==> src/icache_pkg.sv <==
// address fields, cache geometry, fetch/apb/fill structs and controller states
package icache_pkg;

    // pc split: | tag | index | word offset | byte |
    localparam int ic_tag_w    = 25;
    localparam int ic_index_w  = 3;
    localparam int ic_offset_w = 2;

    localparam int ic_sets           = 8;
    localparam int ic_ways           = 2;
    localparam int ic_line_w         = 128;
    localparam int ic_words_per_line = 4;

    typedef struct packed {
        logic        valid;
        logic [31:0] pc;
    } fetch_req_t;

    typedef struct packed {
        logic        ready;
        logic [31:0] inst;
    } fetch_rsp_t;

    // read-only apb3 master side
    typedef struct packed {
        logic        psel;
        logic        penable;
        logic [31:0] paddr;
    } apb_req_t;

    typedef struct packed {
        logic        pready;
        logic [31:0] prdata;
    } apb_rsp_t;

    // one line write into both stores
    typedef struct packed {
        logic                  way;
        logic [ic_index_w-1:0] index;
        logic [ic_tag_w-1:0]   tag;
        logic [ic_line_w-1:0]  line;
    } line_fill_t;

    typedef enum logic {
        lookup,
        refill
    } ic_state_t;

endpackage

==> src/icache_apb_refill.sv <==
// apb read master fetching four words and assembling a cache line
`timescale 1ns/1ns

module icache_apb_refill (
    input  logic                                clk,
    input  logic                                rst_n,
    input  logic                                fill_start_i,
    input  logic [31:0]                         fill_addr_i,
    output logic                                fill_done_o,
    output logic [icache_pkg::ic_line_w-1:0]    fill_line_o,
    output icache_pkg::apb_req_t                apb_req_o,
    input  icache_pkg::apb_rsp_t                apb_rsp_i
);
    import icache_pkg::*;

    logic                   busy_q;
    logic                   penable_q;
    logic [ic_offset_w-1:0] beat_q;
    logic [31:4]            base_q;
    logic                   done_q;
    logic [ic_line_w-1:0]   line_q;
    logic                   last_beat;

    assign last_beat = (beat_q == ic_offset_w'(ic_words_per_line - 1));

    assign apb_req_o.psel    = busy_q;
    assign apb_req_o.penable = penable_q;
    assign apb_req_o.paddr   = {base_q, beat_q, 2'b00};

    assign fill_done_o = done_q;
    assign fill_line_o = line_q;

    always_ff @(posedge clk or negedge rst_n) begin
        if (!rst_n) begin
            busy_q    <= 1'b0;
            penable_q <= 1'b0;
            beat_q    <= '0;
            base_q    <= '0;
            done_q    <= 1'b0;
        end else begin
            done_q <= 1'b0;
            if (!busy_q) begin
                if (fill_start_i) begin
                    busy_q <= 1'b1;
                    beat_q <= '0;
                    base_q <= fill_addr_i[31:4];
                end
            end else if (!penable_q) begin
                // setup phase lasts one cycle
                penable_q <= 1'b1;
            end else if (apb_rsp_i.pready) begin
                penable_q <= 1'b0;
                if (last_beat) begin
                    busy_q <= 1'b0;
                    done_q <= 1'b1;
                end else begin
                    beat_q <= beat_q + 1'b1;
                end
            end
        end
    end

    // words enter at the top, so beat k ends up at bits 32k+31:32k
    always_ff @(posedge clk) begin
        if (busy_q && penable_q && apb_rsp_i.pready) begin
            line_q <= {apb_rsp_i.prdata, line_q[ic_line_w-1:32]};
        end
    end

endmodule

==> src/icache_ctrl.sv <==
// lookup/refill FSM answering fetches and starting line refills
`timescale 1ns/1ns

module icache_ctrl (
    input  logic                                clk,
    input  logic                                rst_n,
    input  icache_pkg::fetch_req_t              fetch_req_i,
    output icache_pkg::fetch_rsp_t              fetch_rsp_o,
    output logic [icache_pkg::ic_index_w-1:0]   index_o,
    output logic [icache_pkg::ic_tag_w-1:0]     tag_o,
    output logic [icache_pkg::ic_offset_w-1:0]  offset_o,
    input  logic                                hit_i,
    input  logic                                hit_way_i,
    input  logic                                victim_way_i,
    input  logic [31:0]                         rd_word_i,
    output logic                                hit_update_o,
    output logic                                fill_start_o,
    output logic [31:0]                         fill_addr_o,
    input  logic                                fill_done_i,
    input  logic [icache_pkg::ic_line_w-1:0]    fill_line_i,
    output icache_pkg::line_fill_t              fill_o,
    output logic                                fill_we_o
);
    import icache_pkg::*;

    ic_state_t state_q;
    ic_state_t state_d;
    logic      victim_q;

    // low two byte bits are dropped
    assign {tag_o, index_o, offset_o} = fetch_req_i.pc[31:2];

    assign fill_addr_o = {fetch_req_i.pc[31:4], 4'b0000};

    // fill_o also tells the tag store which way a hit touched
    assign fill_o.way   = (state_q == refill) ? victim_q : hit_way_i;
    assign fill_o.index = index_o;
    assign fill_o.tag   = tag_o;
    assign fill_o.line  = fill_line_i;

    always_comb begin
        state_d           = state_q;
        fetch_rsp_o.ready = 1'b0;
        fetch_rsp_o.inst  = rd_word_i;
        hit_update_o      = 1'b0;
        fill_start_o      = 1'b0;
        fill_we_o         = 1'b0;
        case (state_q)
            lookup: begin
                if (fetch_req_i.valid) begin
                    if (hit_i) begin
                        // hit answered in the same cycle
                        fetch_rsp_o.ready = 1'b1;
                        hit_update_o      = 1'b1;
                    end else begin
                        fill_start_o = 1'b1;
                        state_d      = refill;
                    end
                end
            end
            refill: begin
                // pc is held by the fetch stage, so index and tag still match
                if (fill_done_i) begin
                    fill_we_o = 1'b1;
                    state_d   = lookup;
                end
            end
            default: begin
                state_d = lookup;
            end
        endcase
    end

    always_ff @(posedge clk or negedge rst_n) begin
        if (!rst_n) begin
            state_q  <= lookup;
            victim_q <= 1'b0;
        end else begin
            state_q <= state_d;
            // victim fixed at the miss
            if (fill_start_o) begin
                victim_q <= victim_way_i;
            end
        end
    end

endmodule

==> src/icache_data_store.sv <==
// line storage for both ways with word select on read
`timescale 1ns/1ns

module icache_data_store (
    input  logic                                clk,
    input  logic [icache_pkg::ic_index_w-1:0]   rd_index_i,
    input  logic                                rd_way_i,
    input  logic [icache_pkg::ic_offset_w-1:0]  rd_offset_i,
    output logic [31:0]                         rd_word_o,
    input  icache_pkg::line_fill_t              fill_i,
    input  logic                                fill_we_i
);
    import icache_pkg::*;

    logic [ic_line_w-1:0] lines_q [ic_ways][ic_sets];
    logic [ic_line_w-1:0] rd_line;

    // whole line written at once by the refill
    always_ff @(posedge clk) begin
        if (fill_we_i) begin
            lines_q[fill_i.way][fill_i.index] <= fill_i.line;
        end
    end

    assign rd_line = lines_q[rd_way_i][rd_index_i];

    // word k sits in bits 32k+31:32k
    always_comb begin
        rd_word_o = rd_line[32*rd_offset_i +: 32];
    end

endmodule

==> src/icache_tag_store.sv <==
// tag, valid and replacement arrays with hit compare and victim choice
`timescale 1ns/1ns

module icache_tag_store (
    input  logic                                clk,
    input  logic                                rst_n,
    input  logic [icache_pkg::ic_index_w-1:0]   rd_index_i,
    input  logic [icache_pkg::ic_tag_w-1:0]     rd_tag_i,
    output logic                                hit_o,
    output logic                                hit_way_o,
    output logic                                victim_way_o,
    input  logic                                hit_update_i,
    input  icache_pkg::line_fill_t              fill_i,
    input  logic                                fill_we_i
);
    import icache_pkg::*;

    logic [ic_tag_w-1:0]              tag_q [ic_ways][ic_sets];
    logic [ic_ways-1:0][ic_sets-1:0]  valid_q;
    // per set, the way to fill next when both are valid
    logic [ic_sets-1:0]               repl_q;
    logic [ic_ways-1:0]               way_hit;

    for (genvar w = 0; w < ic_ways; w++) begin : g_cmp
        assign way_hit[w] = valid_q[w][rd_index_i] && (tag_q[w][rd_index_i] == rd_tag_i);
    end

    assign hit_o     = |way_hit;
    assign hit_way_o = way_hit[1];

    // invalid ways first, then the replacement bit
    always_comb begin
        if (!valid_q[0][rd_index_i]) begin
            victim_way_o = 1'b0;
        end else if (!valid_q[1][rd_index_i]) begin
            victim_way_o = 1'b1;
        end else begin
            victim_way_o = repl_q[rd_index_i];
        end
    end

    always_ff @(posedge clk or negedge rst_n) begin
        if (!rst_n) begin
            valid_q <= '0;
            repl_q  <= '0;
        end else begin
            // hit or fill in way w points the set at the other way
            if (hit_update_i || fill_we_i) begin
                repl_q[fill_i.index] <= ~fill_i.way;
            end
            if (fill_we_i) begin
                valid_q[fill_i.way][fill_i.index] <= 1'b1;
            end
        end
    end

    always_ff @(posedge clk) begin
        if (fill_we_i) begin
            tag_q[fill_i.way][fill_i.index] <= fill_i.tag;
        end
    end

endmodule

==> src/icache_top.sv <==
// instruction cache top with controller, tag and data stores, apb refill
`timescale 1ns/1ns

module icache_top (
    input  logic                    clk,
    input  logic                    rst_n,
    input  icache_pkg::fetch_req_t  fetch_req_i,
    output icache_pkg::fetch_rsp_t  fetch_rsp_o,
    output icache_pkg::apb_req_t    apb_req_o,
    input  icache_pkg::apb_rsp_t    apb_rsp_i
);
    import icache_pkg::*;

    logic [ic_index_w-1:0]  index;
    logic [ic_tag_w-1:0]    tag;
    logic [ic_offset_w-1:0] offset;
    logic                   hit;
    logic                   hit_way;
    logic                   victim_way;
    logic [31:0]            rd_word;
    logic                   hit_update;
    logic                   fill_start;
    logic [31:0]            fill_addr;
    logic                   fill_done;
    logic [ic_line_w-1:0]   fill_line;
    line_fill_t             fill;
    logic                   fill_we;

    icache_ctrl u_ctrl (
        .clk          (clk),
        .rst_n        (rst_n),
        .fetch_req_i  (fetch_req_i),
        .fetch_rsp_o  (fetch_rsp_o),
        .index_o      (index),
        .tag_o        (tag),
        .offset_o     (offset),
        .hit_i        (hit),
        .hit_way_i    (hit_way),
        .victim_way_i (victim_way),
        .rd_word_i    (rd_word),
        .hit_update_o (hit_update),
        .fill_start_o (fill_start),
        .fill_addr_o  (fill_addr),
        .fill_done_i  (fill_done),
        .fill_line_i  (fill_line),
        .fill_o       (fill),
        .fill_we_o    (fill_we)
    );

    icache_tag_store u_tag_store (
        .clk          (clk),
        .rst_n        (rst_n),
        .rd_index_i   (index),
        .rd_tag_i     (tag),
        .hit_o        (hit),
        .hit_way_o    (hit_way),
        .victim_way_o (victim_way),
        .hit_update_i (hit_update),
        .fill_i       (fill),
        .fill_we_i    (fill_we)
    );

    icache_data_store u_data_store (
        .clk         (clk),
        .rd_index_i  (index),
        .rd_way_i    (hit_way),
        .rd_offset_i (offset),
        .rd_word_o   (rd_word),
        .fill_i      (fill),
        .fill_we_i   (fill_we)
    );

    icache_apb_refill u_apb_refill (
        .clk          (clk),
        .rst_n        (rst_n),
        .fill_start_i (fill_start),
        .fill_addr_i  (fill_addr),
        .fill_done_o  (fill_done),
        .fill_line_o  (fill_line),
        .apb_req_o    (apb_req_o),
        .apb_rsp_i    (apb_rsp_i)
    );

endmodule

==> config.mk <==
export PLATFORM = sky130hd
export DESIGN_NAME = icache_top
export DESIGN_NICKNAME = d
export VERILOG_FILES = /design/src/icache_pkg.sv /design/src/icache_apb_refill.sv /design/src/icache_ctrl.sv /design/src/icache_data_store.sv /design/src/icache_tag_store.sv /design/src/icache_top.sv
export SDC_FILE = /design/constraint.sdc
export NUM_CORES = 2
export LEC_CHECK = 0
export BUFFER_PORTS_ARGS = -buffer_cell sky130_fd_sc_hd__buf_2
export CELL_PAD_IN_SITES_DETAIL_PLACEMENT = 1
export CELL_PAD_IN_SITES_GLOBAL_PLACEMENT = 1
export CORE_ASPECT_RATIO = 1.75
export CORE_MARGIN = 10
export CORE_UTILIZATION = 56
export DETAILED_ROUTE_END_ITERATION = 12
export PLACE_DENSITY = 0.83
export SETUP_SLACK_MARGIN = 0.02
export SLEW_MARGIN = 20
export SYNTH_ARGS = -nofsm -noshare
export SYNTH_HDL_FRONTEND = slang
export SYNTH_SLANG_ARGS = --single-unit
==> constraint.sdc <==
create_clock -name clk -period 10.8 [get_ports clk]
set_input_delay 0 -clock clk [delete_from_list [all_inputs] [get_ports clk]]
set_output_delay 0 -clock clk [all_outputs]
set_load 0.02 [all_outputs]
Word-level counts from Yosys, hierarchy flattened:

Memory sizes are Yosys's and may differ from the RTL's.
Cells that the tools add are included.

* output and inout bits: 67
* memories: 2
* bits in writable memories: 2448
* logic and storage cells: 100
* input bits: 68
* register bits: 187

* add/sub/neg operators: 1
* mux-type cells: 56
* shift-type cells: 1
* eq/ne operators: 6
* bitwise logic cells: 5
* magnitude comparators: 6
* reduce and logical (&&, ||, !) cells: 12

Memory list
* u_data_store.lines_q: words 2, width 1024, rd ports 1, clocked after Yosys merged registers in 0, wr ports 1, line icache_data_store.sv:15 `logic [ic_line_w-1:0] lines_q [ic_ways][ic_sets];`
* u_tag_store.tag_q: words 2, width 200, rd ports 2, clocked after Yosys merged registers in 0, wr ports 1, line icache_tag_store.sv:18 `logic [ic_tag_w-1:0] tag_q [ic_ways][ic_sets];`

Operators by type and width (count)
* 1024-bit two-way mux: 1
* 128-bit binary-select mux with 3-bit select: 1
* 128-bit demux with 3-bit select: 1
* 128-bit two-way mux: 3
* 200-bit two-way mux: 1
* 25-bit binary-select mux with 3-bit select: 2
* 128-bit by 8-bit indexed part select with 32-bit output: 1
* 25-bit two-way mux: 5
* 25-bit demux with 3-bit select: 1
* 25-bit equality test: 2
* 1-bit two-way mux: 28
* 16-bit bitwise OR: 1
* 2-bit two-way mux: 5
* 1-bit binary-select mux with 3-bit select: 3
* 8-bit bitwise mux: 1
* 8-bit demux with 1-bit select: 1
* 8-bit two-way mux: 1
* 1-bit logical AND: 7
* 2-bit inequality test, second input constant: 3
* 4-bit >= comparator, second input constant: 1
* 3-bit by 4-bit less-than comparator with 1-bit output, second input constant: 1
* 4-bit by 1-bit less-than comparator with 1-bit output, second input constant: 1
* 3-bit inverter with 4-bit output: 1
* 4-bit AND reduction: 1
* 12 further kinds: 14

Logic depth before layout (Yosys ltp):

* depth after elaboration: 12
* gate-level depth with buffers: 20
* depth with buffers taken out: 11

Hierarchy:

Synthesis repeated with hierarchy kept, for this count alone.

* cell total of the unflattened synthesis: 4808
* area total of the unflattened synthesis: 102652.2 µm²

Modules (own cells, without submodules)
* icache_data_store: seq. area each 61499.0 µm², cells each 3547, instances 1, area each 78641.7 µm²
* icache_tag_store: seq. area each 12612.1 µm², cells each 787, instances 1, area each 16762.3 µm²
* icache_apb_refill: seq. area each 4669.5 µm², cells each 213, instances 1, area each 5238.8 µm²
* icache_ctrl: seq. area each 50.0 µm², cells each 261, instances 1, area each 2009.4 µm²

Worst setup path before layout:

OpenSTA, ideal clock, no wires.

* path kind: in2reg
* start: input port fetch_req_i[5] in the netlist's numbering
* end: register u_tag_store.valid_q[14] in the netlist's numbering
* stages: 10
* setup time: 0.106 ns
* required time: 10.694 ns
* slack: 1.611 ns
* buffers on the path: 7
* arrival time: 9.083 ns
* cells stage by stage: buf_2 -> buf_2 -> buf_2 -> buf_1 -> clkbuf_1 -> buf_1 -> nand2_1 -> clkbuf_1 -> nor2_1 -> or2_2

* cells in the longest elaborated chain, start to end: 12
* elaborated cells between the ends (all ways): 20
* classes of those cells: 4 x order compare; 1 x eq/ne; 10 x mux; 2 x bitwise; 3 x reduce/logical

Ends and longest elaborated chain
* start, declared: line icache_top.sv:7 `input icache_pkg::fetch_req_t fetch_req_i,`
* 3-bit inverter with 4-bit output (implied by the code): line icache_tag_store.sv:25 `assign way_hit[w] = valid_q[w][rd_index_i] && (tag_q[w][rd_index_i] == rd_tag_i);`
* 25-bit binary-select mux with 3-bit select: line icache_tag_store.sv:25
* 25-bit two-way mux (implied by the code) (2 in a row): line icache_tag_store.sv:25
* 25-bit equality test: line icache_tag_store.sv:25
* 1-bit logical AND: line icache_tag_store.sv:25
* 1-bit two-way mux: line icache_ctrl.sv:36 `assign fill_o.way = (state_q == refill) ? victim_q : hit_way_i;`
* 1-bit by 2-bit less-than comparator with 1-bit output (implied by the code) / 1-bit >= comparator (equally long branches): line icache_tag_store.sv:52 `valid_q[fill_i.way][fill_i.index] <= 1'b1;`
* 1-bit logical AND (implied by the code): line icache_tag_store.sv:52
* 8-bit two-way mux (implied by the code): line icache_tag_store.sv:52
* 8-bit demux with 1-bit select (*)
* 16-bit bitwise OR (no line) (*)
* end signal, assigned: line icache_tag_store.sv:44 `valid_q <= '0;`
* end signal, assigned by index: line icache_tag_store.sv:52
* end, declared: line icache_tag_store.sv:19 `logic [ic_ways-1:0][ic_sets-1:0] valid_q;`

Mark *: on every way between the ends. The rest lies on a longest branch, timed or not. The select of a mux whose other input is x is not followed.
A chain may end at the register's enable or synchronous reset.

==> summary.txt <==
outcome: complete, no violations
clk sinks: 2635
Post-CTS Setup Inserts: 0
largest net degree at the start of global routing: 118
WHS Endpoint: u_apb_refill.fill_line_o[115]$_DFFE_PP_
buffer and inverter count on the worst path: 5
die height: 578 µm
post-synth cell types: 69
reg-to-reg setup timing slack: 4.85 ns
total CTS buffers: 221
Slew HR: 0.135
dominant cells by area after synthesis: edfxtp_1 78%, mux4_2 8.2%, mux2i_1 4.1%
WHS Path Cells: 2
top-area cell type share of the netlist area: 0.776
Core Region: 0.177 mm²
vias in the first global route: 57300
setup tns final: 0 ns
number of synthesized flops with an enable pin: 2576
flop and latch count out of synthesis: 2635
Critical R2R Capture: u_tag_store.repl_q[0]$_DFFE_PN0P_
WS Path Type: input pin to output pin
total of max-cap violations: 0
I/O Buffers: 130
RSZ-0062 raised after global routing: false
slowest CP cell: o32ai_1
r2r worst-path depth: 12
die area: 0.196 mm²
Clock Tree Buf Depth: 4
Core Rows: 204
post_cts resized: 0
achievable frequency: 118 MHz
htree depth: 4
vias per cell: 7.15
Setup crit end kind: output pin
Worst path max stage delay: 1.04 ns
Slew @ Worst Pin: 1.29 ns
Synth Instances: 4746
Initial Util: 0.564
Leakage Power: 37.7 nW
Req. time, crit path: 10.80 ns
DRT Pass-1 Iters: 6
layout net count: 5122
final period utilization: 0.785
Max VDD drop: 0.148 mV
Synth async-reset ratio: 0.0224
die width: 339 µm
register area share after synthesis: 0.791
global-route usage over all layers: 0.304
r2r startpoint: u_tag_store.tag_q[1][146]$_DFFE_PP_
Area growth syn-to-layout: 11.7%
layout cell share with drive strength beyond 1: 0.202
count of pins over their slew limit: 0
CP arrival: 8.47 ns
Tmin final: 8.47 ns
DRC: 0
Finished Core Util: 0.630
Cell Area, Synth: 0.0997 mm²
CP cell instances: dlygate4sd3_1 > buf_8 > buf_4 > nor2b_1 > a2111oi_0 > nor4_1 > nor4_1 > nand4b_1 > or4_4 > buf_12 > mux4_2 > nand2_1 > nand2_1 > a2111oi_0 > o32ai_1 > buf_2
vias: 54400
Final Wtd Congestion: 0.797
CP startpoint kind: input pin
CTS root buf: clkbuf_16
Clk Latency, worst-skew pair: 0.89 ns
Worst-path clk slew: 0.07 ns
final hold viol count: 0
TritonCTS clock tree: built
top cell type by total area after synthesis: edfxtp_1
Final setup viols: 0
Top FF cell, synth: edfxtp_1
total gr overflow: 0
Max Clock Skew: 0.0592 ns
Top delay family on crit path: simple AND/OR/NAND/NOR gates
Hold Slack: 0.0238 ns
hpwl dp: 146000 µm
Worst Path Max Fanout: 115
Synth Warn #: 0
Power Density: 195 mW/mm²
Detailed Route WL: 301000 µm
Ports: 135
Hold Startpoint: apb_rsp_i[19]
Hold Crit Class: input pin to register
initial drt markers: 8279
initial antenna violation count: 12
syn_area_per_cell: 21.0 µm²
global-route wire length before repair: 430000 µm
wire length per cell: 39.6 µm
antenna-violating nets left: 0
worst register-to-register path, stage by stage, from the launching register on:
cell and delay [ns]:
edfxtp_1 0.37, nor2b_1 0.16, a2111oi_0 0.97, nor4_1 0.24, nor4_1 0.52, nand4_1 0.34
or4_4 0.99, buf_4 0.56, o41ai_1 0.29, and3b_1 0.46, a21oi_1 0.25, nor2_1 0.30
mux2_2 0.38
area by class of cell:
class / instances / area, µm²
Timing Repair Buffer: 350 / 2690
Inverter: 7 / 30.0
Multi-Input combinational cell: 1838 / 19800
Fill cell: 14400 / 65300
Clock buffer: 266 / 5760
Antenna cell: 5 / 12.5
Tap cell: 2369 / 2960
Clock inverter: 134 / 1290
Sequential cell: 2635 / 78800
worst max-delay path by stage:
stage	start	endpoint	slack, ns	cells past startpoint
global route	fetch_req_i[4]	fetch_rsp_o[27]	2.23	16
CTS	fetch_req_i[4]	fetch_rsp_o[27]	2.60	16
global placement	fetch_req_i[6]	fetch_rsp_o[27]	3.79	15
floorplan	fetch_req_i[5]	u_tag_store.valid_q[14]$_DFFE_PN0P_	1.61	10
finish	fetch_req_i[4]	fetch_rsp_o[7]	2.33	16
detailed placement	fetch_req_i[6]	fetch_rsp_o[27]	3.65	15
layer usage:
layer / global-route usage / vias up / wire length [µm]
li1: - / 20400 / -
met1: 0.372 / 28100 / 99800
met2: 0.512 / 4702 / 151000
met3: 0.0543 / 1087 / 31700
met4: 0.174 / 12 / 19200
met5: 0 / - / 72
state kept, by name (all words and copies together), names as in the netlist, 2 cells and up:
name	count
u_data_store.lines_q	2048
u_tag_store.tag_q	400
u_apb_refill.fill_line_o	128
u_apb_refill.base_q	28
u_tag_store.valid_q	16
u_tag_store.repl_q	8
u_apb_refill.beat_q	2
cells by family after synthesis:
kind of cell | share of synthesized area
and+or+nand+nor | 0.0169
AOI/OAI and AO/OA | 0.0450
other | 0.0000376
DFF | 0.791
buffers and inverters | 0.0131
xor gates and xnor gates | 0.00290
muxes | 0.131
adders and majority gates | 0.000126
cells in the mapped netlist (17+ instances only):
library cell	n
a211oi_1	20
a21oi_1	85
a221oi_1	24
a22o_1	59
a22oi_1	112
buf_1	17
buf_2	65
buf_4	32
clkbuf_1	143
dfrtp_1	59
edfxtp_1	2576
mux2_2	69
mux2i_1	412
mux4_2	361
nand2_1	136
nand3_1	21
nor2_1	53
nor3_1	24
nor4_1	37
o21ai_0	38
o221ai_1	60
o22ai_1	98
xor2_1	18
placed cells by master, fill, tap and decap left out, drive strengths merged, types with 70 or more instances in the layout:
cell type,count
o22ai,98
mux2i,412
a21oi,85
edfxtp,2576
dlygate4sd3,94
clkbuf,266
nand2,136
clkinv,102
mux4,361
a22oi,112
buf,256
mux2,70
through the flow:
| stage | setup WS (ns) | area [µm²] | instances | power, W |
|---|---|---|---|---|
| 2_1_floorplan | 1.61 | 99700 | 4747 | 0.0131 |
| 3_3_place_gp | 3.79 | 103000 | 7104 | 0.0137 |
| 3_5_place_dp | 3.65 | 103000 | 7105 | 0.0138 |
| 4_1_cts | 2.60 | 111000 | 7599 | 0.0217 |
| 5_1_grt | 2.23 | 111000 | 7601 | 0.0223 |
| 6_report | 2.33 | 111000 | 7604 | 0.0218 |
power breakdown:
group	internal (W)	switching (W)
clock	0.00433	0.00372
combinational	0.000346	0.000797
sequential	0.0120	0.000561
repair_timing:
action	CTS	global route
endpoints found under the setup margin	0	0
endpoints found under the hold margin	524	0
hold buffers	94	0
Power figures use the tool's default switching activity.
